## config.mk

```make
export PLATFORM = sky130hd
export DESIGN_NAME = SensorSubsystem
export DESIGN_NICKNAME = d
export VERILOG_FILES = /design/src/SensorPkg.sv /design/src/MeasureFSM.sv /design/src/SensorFSM.sv /design/src/SensorRegs.sv /design/src/SensorSubsystem.sv
export VERILOG_INCLUDE_DIRS = /design/src
export SDC_FILE = /design/constraint.sdc
export NUM_CORES = 1
export LEC_CHECK = 0
export BUFFER_PORTS_ARGS = -buffer_cell sky130_fd_sc_hd__buf_2
export CAP_MARGIN = 10
export CORE_ASPECT_RATIO = 0.9
export CORE_MARGIN = 5
export CORE_UTILIZATION = 45
export DETAILED_ROUTE_END_ITERATION = 12
export PLACE_DENSITY = 0.65
export SLEW_MARGIN = 20
export SYNTH_ARGS = -nofsm -noshare
export SYNTH_HDL_FRONTEND = slang
export SYNTH_SLANG_ARGS = --single-unit
```

## constraint.sdc

```tcl
create_clock -name Clk_i -period 9.8 [get_ports Clk_i]
set_input_delay 1.47 -clock Clk_i [delete_from_list [all_inputs] [get_ports Clk_i]]
set_output_delay 1.47 -clock Clk_i [all_outputs]
set_load 0.005 [all_outputs]
```

## src/Sensor_macros.svh

```systemverilog
`ifndef SENSOR_MACROS_SVH
`define SENSOR_MACROS_SVH

`define SENSOR_DATA_WIDTH 8

// register byte offsets on the AXI4-Lite bus
`define REG_CTRL       8'h00
`define REG_THRESHOLD  8'h04
`define REG_PERIOD     8'h08
`define REG_VALUE      8'h0C
`define REG_IRQ_STATUS 8'h10

`define MEASURE_TIMEOUT 64 // cycles to wait for each sensor byte

`define AXI_RESP_OKAY   2'b00
`define AXI_RESP_SLVERR 2'b10

`endif

```

## src/SensorPkg.sv

```systemverilog
`include "Sensor_macros.svh"

package SensorPkg;

  typedef logic [`SENSOR_DATA_WIDTH-1:0]   sensorByte_t;
  typedef logic [2*`SENSOR_DATA_WIDTH-1:0] sensorWord_t;
  typedef logic [4*`SENSOR_DATA_WIDTH-1:0] timerCount_t;
  typedef logic [7:0]                      axiAddr_t;
  typedef logic [31:0]                     axiData_t;

  typedef enum logic [2:0] {
    stDisabled,
    stIdle,
    stXfer,
    stNotify,
    stError
  } sensorState_t;

  typedef enum logic [1:0] {
    msIdle,
    msReadLow,
    msReadHigh,
    msReport
  } measureState_t;

  typedef struct packed {
    logic        enable;
    sensorWord_t threshold;
    sensorWord_t periodHigh;
    sensorWord_t periodLow;
  } sensorParams_t;

  typedef struct packed {
    logic        done;
    logic        error;
    sensorByte_t byte0;
    sensorByte_t byte1;
  } measureResult_t;

  typedef struct packed {
    logic       awValid;
    axiAddr_t   awAddr;
    logic       wValid;
    axiData_t   wData;
    logic [3:0] wStrb;
    logic       bReady;
    logic       arValid;
    axiAddr_t   arAddr;
    logic       rReady;
  } axiLiteReq_t;

  typedef struct packed {
    logic       awReady;
    logic       wReady;
    logic       bValid;
    logic [1:0] bResp;
    logic       arReady;
    logic       rValid;
    axiData_t   rData;
    logic [1:0] rResp;
  } axiLiteRsp_t;

endpackage

```

## src/MeasureFSM.sv

```systemverilog
`timescale 1ns/10ps
`include "Sensor_macros.svh"

module MeasureFSM
  import SensorPkg::*;
(
  input  logic           Clk_i,
  input  logic           SensorFSM_TimerPreset,
  input  logic           Start_i,
  output measureResult_t Result_o,
  output logic           SensorRd_o,
  output logic           SensorAddr_o,
  input  logic           SensorValid_i,
  input  sensorByte_t    SensorData_i
);

  localparam int TimeoutWidth = $clog2(`MEASURE_TIMEOUT);
  localparam logic [TimeoutWidth-1:0] TimeoutLast = TimeoutWidth'(`MEASURE_TIMEOUT - 1);

  measureState_t           state;
  logic [TimeoutWidth-1:0] waitCount;
  logic                    timedOut;
  logic                    errorPulse;
  logic                    readPulse;
  logic                    readAddr;
  sensorByte_t             byte0;
  sensorByte_t             byte1;

  assign timedOut = (waitCount == TimeoutLast);

  always_ff @(posedge Clk_i)
  begin
    if (SensorFSM_TimerPreset)
    begin
      state      <= msIdle;
      waitCount  <= '0;
      errorPulse <= 1'b0;
      readPulse  <= 1'b0;
      readAddr   <= 1'b0;
    end
    else
    begin
      readPulse  <= 1'b0;
      errorPulse <= 1'b0;
      case (state)
        msIdle:
        begin
          if (Start_i)
          begin
            state     <= msReadLow;
            readPulse <= 1'b1;
            readAddr  <= 1'b0;
            waitCount <= '0;
          end
        end
        msReadLow:
        begin
          if (SensorValid_i)
          begin
            state     <= msReadHigh;
            readPulse <= 1'b1; // ask for the high byte right away
            readAddr  <= 1'b1;
            waitCount <= '0;
          end
          else if (timedOut)
          begin
            state      <= msIdle;
            errorPulse <= 1'b1;
          end
          else
          begin
            waitCount <= waitCount + 1'b1;
          end
        end
        msReadHigh:
        begin
          if (SensorValid_i)
          begin
            state <= msReport;
          end
          else if (timedOut)
          begin
            state      <= msIdle;
            errorPulse <= 1'b1;
          end
          else
          begin
            waitCount <= waitCount + 1'b1;
          end
        end
        default:
        begin
          state <= msIdle; // Report lasts a single cycle
        end
      endcase
    end
  end

  always_ff @(posedge Clk_i)
  begin
    if (state == msReadLow && SensorValid_i)
    begin
      byte0 <= SensorData_i;
    end
    if (state == msReadHigh && SensorValid_i)
    begin
      byte1 <= SensorData_i;
    end
  end

  assign Result_o.done  = (state == msReport);
  assign Result_o.error = errorPulse;
  assign Result_o.byte0 = byte0;
  assign Result_o.byte1 = byte1;
  assign SensorRd_o     = readPulse;
  assign SensorAddr_o   = readAddr;

endmodule

```

## src/SensorFSM.sv

```systemverilog
`timescale 1ns/10ps

module SensorFSM
  import SensorPkg::*;
(
  input  logic           Clk_i,
  input  logic           SensorFSM_TimerPreset,
  input  sensorParams_t  Params_i,
  input  measureResult_t Result_i,
  output logic           MeasureStart_o,
  output logic           CpuIntr_o,
  output sensorWord_t    SensorValue_o
);

  localparam int WordWidth = $bits(sensorWord_t);

  sensorState_t         state;
  sensorState_t         nextState;
  timerCount_t          timer;
  logic                 timerLoad;
  logic                 timerZero;
  logic                 storeValue;
  logic                 diffTooLarge;
  sensorWord_t          newValue;
  sensorWord_t          storedValue;
  sensorWord_t          absDiff;
  logic [WordWidth:0]   diffUp;
  sensorWord_t          diffDown;

  always_ff @(posedge Clk_i)
  begin
    if (SensorFSM_TimerPreset)
    begin
      state <= stDisabled;
    end
    else
    begin
      state <= nextState;
    end
  end

  always_comb
  begin
    nextState      = state;
    timerLoad      = 1'b1; // the timer sits at the period unless counting
    MeasureStart_o = 1'b0;
    storeValue     = 1'b0;
    CpuIntr_o      = 1'b0;
    case (state)
      stDisabled:
      begin
        if (Params_i.enable)
        begin
          nextState = stIdle;
        end
      end
      stIdle:
      begin
        timerLoad = 1'b0;
        if (!Params_i.enable)
        begin
          nextState = stDisabled;
        end
        else if (timerZero)
        begin
          nextState      = stXfer;
          MeasureStart_o = 1'b1;
        end
      end
      stXfer:
      begin
        if (Result_i.error)
        begin
          nextState = stError;
          CpuIntr_o = 1'b1; // the only interrupt until enable is cleared
        end
        else if (Result_i.done)
        begin
          if (diffTooLarge)
          begin
            nextState  = stNotify;
            storeValue = 1'b1;
          end
          else
          begin
            nextState = stIdle;
          end
        end
      end
      stNotify:
      begin
        nextState = stIdle;
        CpuIntr_o = 1'b1;
      end
      stError:
      begin
        if (!Params_i.enable)
        begin
          nextState = stDisabled;
        end
      end
      default:
      begin
        nextState = stDisabled;
      end
    endcase
  end

  always_ff @(posedge Clk_i)
  begin
    if (SensorFSM_TimerPreset)
    begin
      timer       <= '0;
      storedValue <= '0;
    end
    else
    begin
      if (timerLoad)
      begin
        timer <= {Params_i.periodHigh, Params_i.periodLow};
      end
      else
      begin
        timer <= timer - 1'b1;
      end
      if (storeValue)
      begin
        storedValue <= newValue;
      end
    end
  end

  assign timerZero = (timer == '0);
  assign newValue  = {Result_i.byte1, Result_i.byte0};

  // the borrow of the upward difference picks the direction of the unsigned distance
  assign diffUp       = {1'b0, newValue} - {1'b0, storedValue};
  assign diffDown     = storedValue - newValue;
  assign absDiff      = diffUp[WordWidth] ? diffDown : diffUp[WordWidth-1:0];
  assign diffTooLarge = (absDiff > Params_i.threshold);

  assign SensorValue_o = storedValue;

endmodule

```

## src/SensorRegs.sv

```systemverilog
`timescale 1ns/10ps
`include "Sensor_macros.svh"

module SensorRegs
  import SensorPkg::*;
(
  input  logic          Clk_i,
  input  logic          SensorFSM_TimerPreset,
  input  axiLiteReq_t   AxiReq_i,
  output axiLiteRsp_t   AxiRsp_o,
  output sensorParams_t Params_o,
  input  logic          CpuIntr_i,
  input  sensorWord_t   SensorValue_i,
  output logic          Irq_o
);

  logic        busIdle;
  logic        awTaken;
  logic        wTaken;
  axiAddr_t    awAddrHeld;
  axiData_t    wDataHeld;
  logic [3:0]  wStrbHeld;
  logic        awFire;
  logic        wFire;
  logic        arFire;
  logic        writeNow;
  axiAddr_t    writeAddr;
  axiData_t    writeData;
  logic [3:0]  writeStrb;
  axiData_t    writeMerged;
  logic        bValid;
  logic [1:0]  bResp;
  logic        rValid;
  axiData_t    rData;
  logic [1:0]  rResp;
  logic        enableReg;
  sensorWord_t thresholdReg;
  timerCount_t periodReg;
  logic        irqStatus;

  function automatic logic isMapped(axiAddr_t addr);
    return addr == `REG_CTRL || addr == `REG_THRESHOLD || addr == `REG_PERIOD ||
           addr == `REG_VALUE || addr == `REG_IRQ_STATUS;
  endfunction

  function automatic axiData_t regValue(axiAddr_t addr);
    axiData_t value;
    case (addr)
      `REG_CTRL:       value = {31'b0, enableReg};
      `REG_THRESHOLD:  value = {16'b0, thresholdReg};
      `REG_PERIOD:     value = periodReg;
      `REG_VALUE:      value = {16'b0, SensorValue_i};
      `REG_IRQ_STATUS: value = {31'b0, irqStatus};
      default:         value = '0;
    endcase
    return value;
  endfunction

  // bytes without a strobe keep their old contents
  function automatic axiData_t mergeBytes(axiData_t oldValue, axiData_t newValue,
                                          logic [3:0] strb);
    axiData_t merged;
    merged = oldValue;
    for (int i = 0; i < 4; i++)
    begin
      if (strb[i])
      begin
        merged[8*i +: 8] = newValue[8*i +: 8];
      end
    end
    return merged;
  endfunction

  assign busIdle = !bValid && !rValid;

  always_comb
  begin
    AxiRsp_o.awReady = busIdle && !awTaken;
    AxiRsp_o.wReady  = busIdle && !wTaken;
    // a write in flight or on offer goes first
    AxiRsp_o.arReady = busIdle && !awTaken && !wTaken && !AxiReq_i.awValid && !AxiReq_i.wValid;
    AxiRsp_o.bValid  = bValid;
    AxiRsp_o.bResp   = bResp;
    AxiRsp_o.rValid  = rValid;
    AxiRsp_o.rData   = rData;
    AxiRsp_o.rResp   = rResp;
  end

  assign awFire      = AxiReq_i.awValid && AxiRsp_o.awReady;
  assign wFire       = AxiReq_i.wValid && AxiRsp_o.wReady;
  assign arFire      = AxiReq_i.arValid && AxiRsp_o.arReady;
  assign writeNow    = (awTaken || awFire) && (wTaken || wFire);
  assign writeAddr   = awTaken ? awAddrHeld : AxiReq_i.awAddr;
  assign writeData   = wTaken ? wDataHeld : AxiReq_i.wData;
  assign writeStrb   = wTaken ? wStrbHeld : AxiReq_i.wStrb;
  assign writeMerged = mergeBytes(regValue(writeAddr), writeData, writeStrb);

  always_ff @(posedge Clk_i)
  begin
    if (SensorFSM_TimerPreset)
    begin
      awTaken <= 1'b0;
      wTaken  <= 1'b0;
      bValid  <= 1'b0;
      bResp   <= `AXI_RESP_OKAY;
      rValid  <= 1'b0;
      rResp   <= `AXI_RESP_OKAY;
    end
    else
    begin
      if (writeNow)
      begin
        awTaken <= 1'b0;
        wTaken  <= 1'b0;
        bValid  <= 1'b1;
        bResp   <= isMapped(writeAddr) ? `AXI_RESP_OKAY : `AXI_RESP_SLVERR;
      end
      else
      begin
        if (awFire)
        begin
          awTaken <= 1'b1;
        end
        if (wFire)
        begin
          wTaken <= 1'b1;
        end
        if (bValid && AxiReq_i.bReady)
        begin
          bValid <= 1'b0;
        end
      end
      if (arFire)
      begin
        rValid <= 1'b1;
        rResp  <= isMapped(AxiReq_i.arAddr) ? `AXI_RESP_OKAY : `AXI_RESP_SLVERR;
      end
      else if (rValid && AxiReq_i.rReady)
      begin
        rValid <= 1'b0;
      end
    end
  end

  always_ff @(posedge Clk_i)
  begin
    if (awFire)
    begin
      awAddrHeld <= AxiReq_i.awAddr;
    end
    if (wFire)
    begin
      wDataHeld <= AxiReq_i.wData;
      wStrbHeld <= AxiReq_i.wStrb;
    end
    if (arFire)
    begin
      rData <= regValue(AxiReq_i.arAddr); // zero for an unmapped offset
    end
  end

  always_ff @(posedge Clk_i)
  begin
    if (SensorFSM_TimerPreset)
    begin
      enableReg    <= 1'b0;
      thresholdReg <= '0;
      periodReg    <= '0;
      irqStatus    <= 1'b0;
    end
    else
    begin
      if (writeNow)
      begin
        case (writeAddr)
          `REG_CTRL:       enableReg    <= writeMerged[0];
          `REG_THRESHOLD:  thresholdReg <= writeMerged[15:0];
          `REG_PERIOD:     periodReg    <= writeMerged;
          `REG_IRQ_STATUS: irqStatus    <= irqStatus && !(writeData[0] && writeStrb[0]);
          default:         ; // value is read-only and other offsets answer with an error
        endcase
      end
      if (CpuIntr_i)
      begin
        irqStatus <= 1'b1; // a new event beats a clear in the same cycle
      end
    end
  end

  assign Params_o.enable     = enableReg;
  assign Params_o.threshold  = thresholdReg;
  assign Params_o.periodHigh = periodReg[31:16];
  assign Params_o.periodLow  = periodReg[15:0];
  assign Irq_o               = irqStatus;

endmodule

```

## src/SensorSubsystem.sv

```systemverilog
`timescale 1ns/10ps

module SensorSubsystem
  import SensorPkg::*;
(
  input  logic        Clk_i,
  input  logic        SensorFSM_TimerPreset,
  input  axiLiteReq_t AxiReq_i,
  output axiLiteRsp_t AxiRsp_o,
  output logic        SensorRd_o,
  output logic        SensorAddr_o,
  input  logic        SensorValid_i,
  input  sensorByte_t SensorData_i,
  output logic        Irq_o
);

  sensorParams_t  params;
  measureResult_t result;
  logic           measureStart;
  logic           cpuIntr;
  sensorWord_t    sensorValue;

  SensorRegs i_SensorRegs (
    .Clk_i                 (Clk_i),
    .SensorFSM_TimerPreset (SensorFSM_TimerPreset),
    .AxiReq_i              (AxiReq_i),
    .AxiRsp_o              (AxiRsp_o),
    .Params_o              (params),
    .CpuIntr_i             (cpuIntr),
    .SensorValue_i         (sensorValue),
    .Irq_o                 (Irq_o)
  );

  SensorFSM i_SensorFSM (
    .Clk_i                 (Clk_i),
    .SensorFSM_TimerPreset (SensorFSM_TimerPreset),
    .Params_i              (params),
    .Result_i              (result),
    .MeasureStart_o        (measureStart),
    .CpuIntr_o             (cpuIntr),
    .SensorValue_o         (sensorValue)
  );

  // talks to the external sensor port
  MeasureFSM i_MeasureFSM (
    .Clk_i                 (Clk_i),
    .SensorFSM_TimerPreset (SensorFSM_TimerPreset),
    .Start_i               (measureStart),
    .Result_o              (result),
    .SensorRd_o            (SensorRd_o),
    .SensorAddr_o          (SensorAddr_o),
    .SensorValid_i         (SensorValid_i),
    .SensorData_i          (SensorData_i)
  );

endmodule

```

==> impl_metrics.ini, run 1 <==
[timing]
slew_viol_final = 0
fmax_mhz = 199
skew_ns = 0.0161
finalCritPeriodShare_pct = 51.2
setup_viol = 0
maxSlewHeadroom_pct = 30.4
fin_crit_ns = 5.01
rsz0062_at_grt = no
final_hold_viol_count = 0
tns_ns = 0
tightest_slew_ns = 1.04

[synth]
ys_seq_elements = 210
synth-simple-area-share_pct = 16.4
synth_edf_count = 92
async_flop_share_pct = 0
postSynthAreaPerCell_sq_um = 9.60
synth_flop_cell = dfxtp_1
synthAdderAreaFrac_pct = 6.37
syn_inst = 1150
synthMuxAreaShare_pct = 4.44
ys_warn_count = 0
ys_types = 67
synth_xor_area_share_pct = 3.17
synth_compound_area_share_pct = 18.4
synthesis.area_sq_mm = 0.0110
synth_top_family_by_area = compound AO/OA/AOI/OAI gates
synth.yosys.seq_area_share_pct = 46.4

[clock_tree]
cts_buffer_depth = 3
clock_latency_ns = 0.53
clock_sinks = 210
cts-hold-fix-buffers = 0
cts_made_buffers = 24
cts_root_buf = clkbuf_16
postCtsSetupBuffers = 0
clkTransAtPathRegs_ns = 0.06
cts_htree_levels = 1
cts_tree = done
cts_resized = 0

[status]
status = complete, no violations

[floorplanning]
num_rows = 54
die_h_um = 159
dieArea_sq_mm = 0.0278
die_w_um = 175
core_sq_mm = 0.0242
start_util_pct = 45.6
design.portCount = 112

[route]
drtPass1Iterations = 5
remaining_drc_errors = 0
wl_per_cell_um = 17.9
drtAntennaViolNets = 0
drt_iter0_drc = 745
routed_wirelength_mm = 27.8
viasPerCell = 5.65
vias = 8762

[power]
powerDensity_mw_per_mm2 = 161
leakagePower_nw = 4.67
peakVddDrop_uv = 118

[placed_design]
portBuffers = 109
place_congestion = 0.975
place_hpwl_mm = 19.5

[critical_path]
cpPeakStageDelay_ns = 0.91
crit_chain = inv_1, ha_1, inv_1, fa_1, a21o_1, o21a_1, o22ai_1, o21ai_1, buf_4, mux2_1, o31ai_1, xor2_1, ha_1, nand4_1, nor2_1, nand3_1, nand3_1, or4b_2, o31ai_1
crit_type = flop to flop
r2r_setup_slack_ns = 4.79
cp-start-kind = flop
crit_start = i_MeasureFSM.byte0[0]
cp.arrival_ns = 5.44
timing.rr.start = i_MeasureFSM.byte0[0]
cpLargestDelayFamily = simple AND/OR/NAND/NOR gates
crit_path_top_delay_cell = or4b_2
path_max_fanout = 32
crit_buf_inv = 3
crit_required_ns = 10.23
endpoint_kind = flop

[cells_and_area]
nNetsFinal = 1348
n_antenna_cell = 0
layout_commonest_cell = dfxtp_1
drive_gt1_share_pct = 14.8
multi_input_area_sq_mm = 0.00542
fillCellCount = 2235
final_cell_mix = dfxtp_1 (117), buf_2 (108), nor2_1 (99)
areaGrowthSynthToFinish_pct = 14.3
post-route-util_pct = 52.2
seq_area_sq_mm = 0.00513

[grt]
gr-total-overflow = 0
track_usage_pct = 19.4
antenna_found_initial = 0
grt_max_degree = 80
grt_pass1_vias = 8263
grt_pass1_wl_mm = 44.1

[worst_hold_path]
hold_start = i_SensorFSM.timer[0]
hold_class = flop to flop

[flow_run]
drv_cap = 0
==> sequential cells by signal, indices dropped and copies added (netlist names), 4 cells and up <==
| signal | flops |
|---|---|
| i_SensorFSM.timer | 32 |
| i_SensorRegs.periodReg | 32 |
| i_SensorRegs.rData | 32 |
| i_SensorRegs.wDataHeld | 32 |
| i_SensorFSM.SensorValue_o | 16 |
| i_SensorRegs.thresholdReg | 16 |
| i_MeasureFSM.byte0 | 8 |
| i_MeasureFSM.byte1 | 8 |
| i_SensorRegs.awAddrHeld | 8 |
| i_MeasureFSM.waitCount | 6 |
| i_SensorRegs.wStrbHeld | 4 |
==> cells in the mapped netlist (8+ instances only) <==
| master | number | area, sq um |
|---|---|---|
| nand4_1 | 8 | 50.1 |
| and2_1 | 21 | 131 |
| o21ai_1 | 26 | 130 |
| o32ai_1 | 14 | 123 |
| nor2_1 | 100 | 375 |
| nand2b_1 | 11 | 68.8 |
| mux2i_1 | 40 | 400 |
| or3_1 | 27 | 169 |
| ha_1 | 53 | 663 |
| a21o_1 | 17 | 128 |
| edfxtp_1 | 92 | 2760 |
| inv_1 | 61 | 229 |
| nand2_1 | 75 | 282 |
| a21oi_1 | 83 | 415 |
| nand3b_1 | 17 | 128 |
| o21ai_0 | 54 | 270 |
| xor2_1 | 15 | 131 |
| xnor2_1 | 25 | 219 |
| nor2b_1 | 10 | 62.6 |
| a221oi_1 | 17 | 149 |
| nor3_1 | 26 | 130 |
| a211oi_1 | 51 | 383 |
| clkbuf_1 | 56 | 210 |
| a22oi_1 | 18 | 135 |
| dfxtp_1 | 118 | 2360 |
==> metal layers <==
metal / track usage (%) / wire (um)
met2: 29.3 / 11900
met5: 0 / 0
met1: 29.0 / 13500
met3: 3.28 / 1690
met4: 4.90 / 613
==> area by class of cell <==
type	instances	share of cell area (%)
timing repair buffer	118	4.88
clock buffer	32	5.23
multi-input combinational	809	42.9
inverter	62	1.84
clock inverter	12	1.43
sequential	210	40.6
tap	308	3.05
==> cell families (layout without fill, tap and decap cells) <==
| family | count (synthesis) | after routing |
|---|---|---|
| muxes | 47 | 47 |
| AOI/OAI and AO/OA | 318 | 318 |
| other | 1 | 2 |
| DFF | 210 | 210 |
| and+or+nand+nor | 347 | 347 |
| xor gates and xnor gates | 40 | 40 |
| adders and majority gates | 55 | 55 |
| buffers and inverters | 132 | 224 |
==> worst reg2reg max path: stages (launching register included) <==
cell and delay (ns):
edfxtp_1 0.38, inv_1 0.08, ha_1 0.16, inv_1 0.06, fa_1 0.38, a21o_1 0.18
o21a_1 0.18, o22ai_1 0.28, o21ai_1 0.12, buf_4 0.22, mux2_1 0.33, o31ai_1 0.08
xor2_1 0.21, ha_1 0.27, nand4_1 0.10, nor2_1 0.10, nand3_1 0.10, nand3_1 0.70
or4b_2 0.91, o31ai_1 0.09
==> power breakdown <==
part	leakage [nW]	switching (W)	internal (W)
combinational	2.46	0.0000815	0.0000474
sequential	1.80	0.00000971	0.000943
clock	0.407	0.000367	0.000581
total	4.67	0.000458	0.00157
==> worst paths after layout <==
kind | endpoint | cells past startpoint
worst min-delay path | i_SensorFSM.timer[0] | 1
worst min register to register | i_SensorFSM.timer[0] | 1
worst max register to register | i_SensorFSM.SensorValue_o[15] | 19
worst max-delay path | i_SensorFSM.SensorValue_o[15] | 19
==> stage by stage <==
stage / hold slack, ns / cells / total power [W] / cell area, sq um / worst slack (ns)
detailed placement: 0.459 / 1507 / 0.00110 / 11800 / 4.80
finish: 0.477 / 1551 / 0.00203 / 12600 / 4.79
global placement: 0.454 / 1507 / 0.00110 / 11800 / 4.92
floorplan: 0.429 / 1151 / 0.00105 / 11000 / 5.56
global route: 0.496 / 1551 / 0.00210 / 12600 / 4.36
CTS: 0.469 / 1551 / 0.00205 / 12600 / 4.78
(Power assumes the default switching activity.)
==> run 2: changes to the inputs <==
clock period = 4.98 ns   (was 9.8 ns; I/O delays follow)
==> impl_metrics.ini, run 2 (synthesis gave the netlist of run 1 again) <==
[worst_hold_path]
hold_class = input pin to flop

[route]
drt_iter0_drc = 773
drtPass1Iterations = 5
vias = 8917
viasPerCell = 5.71
remaining_drc_errors = 0
drtAntennaViolNets = 0
wl_per_cell_um = 17.8
routed_wirelength_mm = 27.8

[timing]
final_hold_viol_count = 0
tightest_slew_ns = 1.05
fmax_mhz = 215
hold_slack_ns = 0.417
maxSlewHeadroom_pct = 29.5
rsz0062_at_grt = no
skew_ns = 0.0105
finalCritPeriodShare_pct = 93.2
fin_crit_ns = 4.64
tns_ns = 0
slew_viol_final = 0
setup_viol = 0

[placed_design]
portBuffers = 109
place_congestion = 0.973
place_hpwl_mm = 19.8

[cells_and_area]
multi_input_area_sq_mm = 0.00543
areaGrowthSynthToFinish_pct = 15.3
nNetsFinal = 1358
drive_gt1_share_pct = 15.6
fillCellCount = 2212
final_cell_mix = dfxtp_1 (117), buf_2 (108), nor2_1 (99)
seq_area_sq_mm = 0.00513
post-route-util_pct = 52.6
layout_commonest_cell = dfxtp_1

[clock_tree]
cts_made_buffers = 24
clkTransAtPathRegs_ns = 0.06
clock_latency_ns = 0.52
clock_sinks = 210
cts-hold-fix-buffers = 0
cts_tree = done
cts_htree_levels = 1
cts_root_buf = clkbuf_16
cts_buffer_depth = 3

[floorplanning]
num_rows = 54
core_sq_mm = 0.0242
die_w_um = 175
die_h_um = 159
design.portCount = 112
start_util_pct = 45.6
dieArea_sq_mm = 0.0278

[status]
status = complete, no violations

[grt]
gr-total-overflow = 0
track_usage_pct = 19.4
antenna_found_initial = 2
grt_pass1_wl_mm = 44.3
grt_pass1_vias = 8397
grt_max_degree = 93

[critical_path]
endpoint_kind = flop
cp.arrival_ns = 5.07
cp-start-kind = flop
crit_required_ns = 5.41
crit_type = flop to flop
path_max_fanout = 12

[flow_run]
drv_cap = 0

[power]
powerDensity_mw_per_mm2 = 314
peakVddDrop_uv = 210
leakagePower_nw = 4.73
-- run 2: cell count changes in the layout (fill, tap and decap cells not counted) --
cell	delta
buf_4	+9
o21ai_2	+1
clkinv_4	-1
clkbuf_8	+1
clkbuf_1	-2
diode_2	+2
o21ai_1	-1
a211oi_4	+1
buf_12	+1
a211oi_2	-1
clkinv_1	+1
clkinv_2	+1
-- run 2: worst max-delay path, stage by stage, from the launching register on --
cell and delay, ns:
edfxtp_1 0.39, inv_1 0.09, ha_1 0.17, inv_1 0.06, fa_1 0.38, a21o_1 0.19, o21a_1 0.19, o22ai_1 0.33
o21ai_2 0.23, mux2i_1 0.33, o22ai_1 0.16, xor2_1 0.17, ha_1 0.30, nand4_1 0.15, nor2_2 0.23, nand2_1 0.09
a21oi_1 0.23, a211oi_4 0.14, or4b_2 0.65, o31ai_1 0.08
-- run 2: report_power, final --
part	total [W]	internal (W)	switching [W]
logic	0.000252	0.0000934	0.000159
clock network	0.00187	0.00115	0.000712
registers	0.00188	0.00186	0.0000196
total	0.00399	0.00310	0.000890
-- run 2: path summary, 6_finish.rpt --
path,startpoint,cells after the start,slack (ns),endpoint
setup / recovery,i_MeasureFSM.byte0[0],19,0.34,i_SensorFSM.SensorValue_o[15]
hold / removal,SensorData_i[7],1,0.42,i_MeasureFSM.byte0[7]
setup reg to reg,i_MeasureFSM.byte0[0],19,0.34,i_SensorFSM.SensorValue_o[15]
hold reg to reg,i_SensorFSM.timer[0],1,0.47,i_SensorFSM.timer[0]
-- run 2: layout make-up --
type / count / area share, %
diodes: 2 / 0.0393
clock buffers: 31 / 5.24
clock inverters: 13 / 1.42
inverters: 62 / 1.83
multi-input cells: 809 / 42.7
flip-flops and latches: 210 / 40.3
well taps: 308 / 3.03
repair buffers: 128 / 5.52
-- run 2: what timing repair did --
item | 4_1_cts | 5_1_grt
resized for setup | 0 | 3
buffers inserted | 0 | 0
endpoints found under the hold margin | 0 | 0
endpoints found under the setup margin | 0 | 17
-- run 2: per-layer routing --
metal | vias to the layer above | global-route usage [%] | share of wire (%)
li1 | 4380 | - | -
met1 | 4224 | 28.9 | 49
met2 | 264 | 29.0 | 42
met3 | 49 | 3.21 | 6.2
met4 | 0 | 5.95 | 2.8
met5 | - | 0 | 0
-- run 2: stage by stage --
stage	cell area [sq um]	total power [W]	cells	setup WS, ns
2_1_floorplan	11000	0.00207	1151	0.738
3_3_place_gp	11900	0.00216	1517	0.472
3_5_place_dp	11900	0.00217	1517	0.292
4_1_cts	12700	0.00404	1561	0.227
5_1_grt	12700	0.00415	1563	0.0706
6_report	12700	0.00399	1563	0.338
==> run 3: changes to the inputs <==
CORE_UTILIZATION = 30   (was 45)
CTS_CLUSTER_DIAMETER = 200   (was unset)
PLACE_DENSITY = 0.47   (was 0.65)
==> impl_metrics.ini, run 3 (synthesis gave the netlist of run 1 again) <==
[timing]
finalCritPeriodShare_pct = 89.5
hold_slack_ns = 0.396
final_hold_viol_count = 0
tns_ns = 0
rsz0062_at_grt = no
fmax_mhz = 224
fin_crit_ns = 4.46
maxSlewHeadroom_pct = 32.9
fin_ws_ns = 0.522
tightest_slew_ns = 1.01
slew_viol_final = 0
setup_viol = 0
skew_ns = 0.0242

[route]
wl_per_cell_um = 17.8
drt_iter0_drc = 632
remaining_drc_errors = 0
vias = 8794
drtPass1Iterations = 5
routed_wirelength_mm = 30.7
drtAntennaViolNets = 0
viasPerCell = 5.09

[critical_path]
path_max_fanout = 16
r2r_cells = 21
endpoint_kind = flop
crit_required_ns = 5.43
cp-start-kind = flop
crit_type = flop to flop
cp.arrival_ns = 4.91

[clock_tree]
cts_made_buffers = 26
clock_sinks = 210
cts_htree_levels = 1
cts_root_buf = clkbuf_16
clkTransAtPathRegs_ns = 0.06
postCtsSetupBuffers = 0
cts_resized = 0
cts-hold-fix-buffers = 0
cts_tree = done
clock_latency_ns = 0.54
cts_buffer_depth = 3

[grt]
track_usage_pct = 14.8
grt_pass1_wl_mm = 48.7
grt_pass1_vias = 8536
gr-total-overflow = 0
antenna_found_initial = 0
grt_max_degree = 73

[cells_and_area]
multi_input_area_sq_mm = 0.00542
drive_gt1_share_pct = 15.1
final_cell_mix = dfxtp_1 (117), buf_2 (108), nor2_1 (99)
fillCellCount = 3720
nNetsFinal = 1354
layout_commonest_cell = dfxtp_1
seq_area_sq_mm = 0.00513
areaGrowthSynthToFinish_pct = 16.2

[floorplanning]
num_rows = 66
die_h_um = 192
start_util_pct = 30.5
design.portCount = 112
dieArea_sq_mm = 0.0407
core_sq_mm = 0.0363
die_w_um = 212

[worst_hold_path]
min_path_cells = 1
hold_class = input pin to flop

[power]
leakagePower_nw = 4.68
powerDensity_mw_per_mm2 = 306
peakVddDrop_uv = 218

[flow_run]
drv_cap = 0

[placed_design]
portBuffers = 109
post-place-ws_ns = 0.515
place_hpwl_mm = 22.2
place_congestion = 0.849

[status]
status = complete, no violations
[run 3: stage by stage]
stage	utilization (%)	instance area (sq um)	instances	power, W
2_1_floorplan	-	11000	1151	0.00207
3_3_place_gp	33.1	12000	1679	0.00217
3_5_place_dp	33.1	12000	1679	0.00218
4_1_cts	35.4	12800	1727	0.00401
5_1_grt	35.4	12800	1727	0.00411
6_report	35.4	12800	1728	0.00393
[run 3: path summary, 6_finish.rpt]
| check | end | startpoint | slack (ns) |
|---|---|---|---|
| setup / recovery | i_SensorFSM.SensorValue_o[7] | i_MeasureFSM.byte0[0] | 0.52 |
| hold / removal | i_SensorRegs.awAddrHeld[6] | AxiReq_i[54] | 0.40 |
| setup reg to reg | i_SensorFSM.SensorValue_o[7] | i_MeasureFSM.byte0[0] | 0.52 |
| hold reg to reg | i_SensorFSM.timer[0] | i_SensorFSM.timer[0] | 0.48 |
[run 3: final cells by class]
class / count / share of cell area [%]
inverters: 62 / 1.81
diodes: 1 / 0.0195
clock inverters: 14 / 0.819
repair buffers: 122 / 5.03
well taps: 476 / 4.64
multi-input cells: 809 / 42.3
clock buffers: 34 / 5.46
flip-flops and latches: 210 / 40.0
[run 3: power breakdown]
| part | switching (W) | total, W | internal, W | leakage [nW] |
|---|---|---|---|---|
| Clock | 0.000751 | 0.00179 | 0.00104 | 0.399 |
| Combinational | 0.000166 | 0.000260 | 0.0000935 | 2.48 |
| Sequential | 0.0000196 | 0.00188 | 0.00186 | 1.80 |
| Total | 0.000937 | 0.00393 | 0.00299 | 4.68 |
[run 3: layer usage]
metal  vias up  routed length [um]  track usage, %
met5         -                   0               0
met4         0                 571            3.17
met3        33                1470            2.37
met2       162               13100            22.6
met1      4220               15500            22.1
li1       4379                   -               -
[run 3: worst max-delay path, stage by stage, from the launching register on]
cell and delay, ns:
edfxtp_1 0.39, inv_1 0.08, ha_1 0.16, inv_1 0.06
fa_1 0.38, a21o_1 0.18, o21a_1 0.19, o22ai_1 0.30
o21ai_1 0.30, buf_4 0.27, a211oi_1 0.17, a21oi_1 0.08
xor2_1 0.15, ha_1 0.31, a21o_1 0.19, a21o_1 0.17
a21oi_1 0.13, o21ai_1 0.09, a211oi_2 0.24, buf_4 0.26
o21ai_0 0.11, a21oi_1 0.16
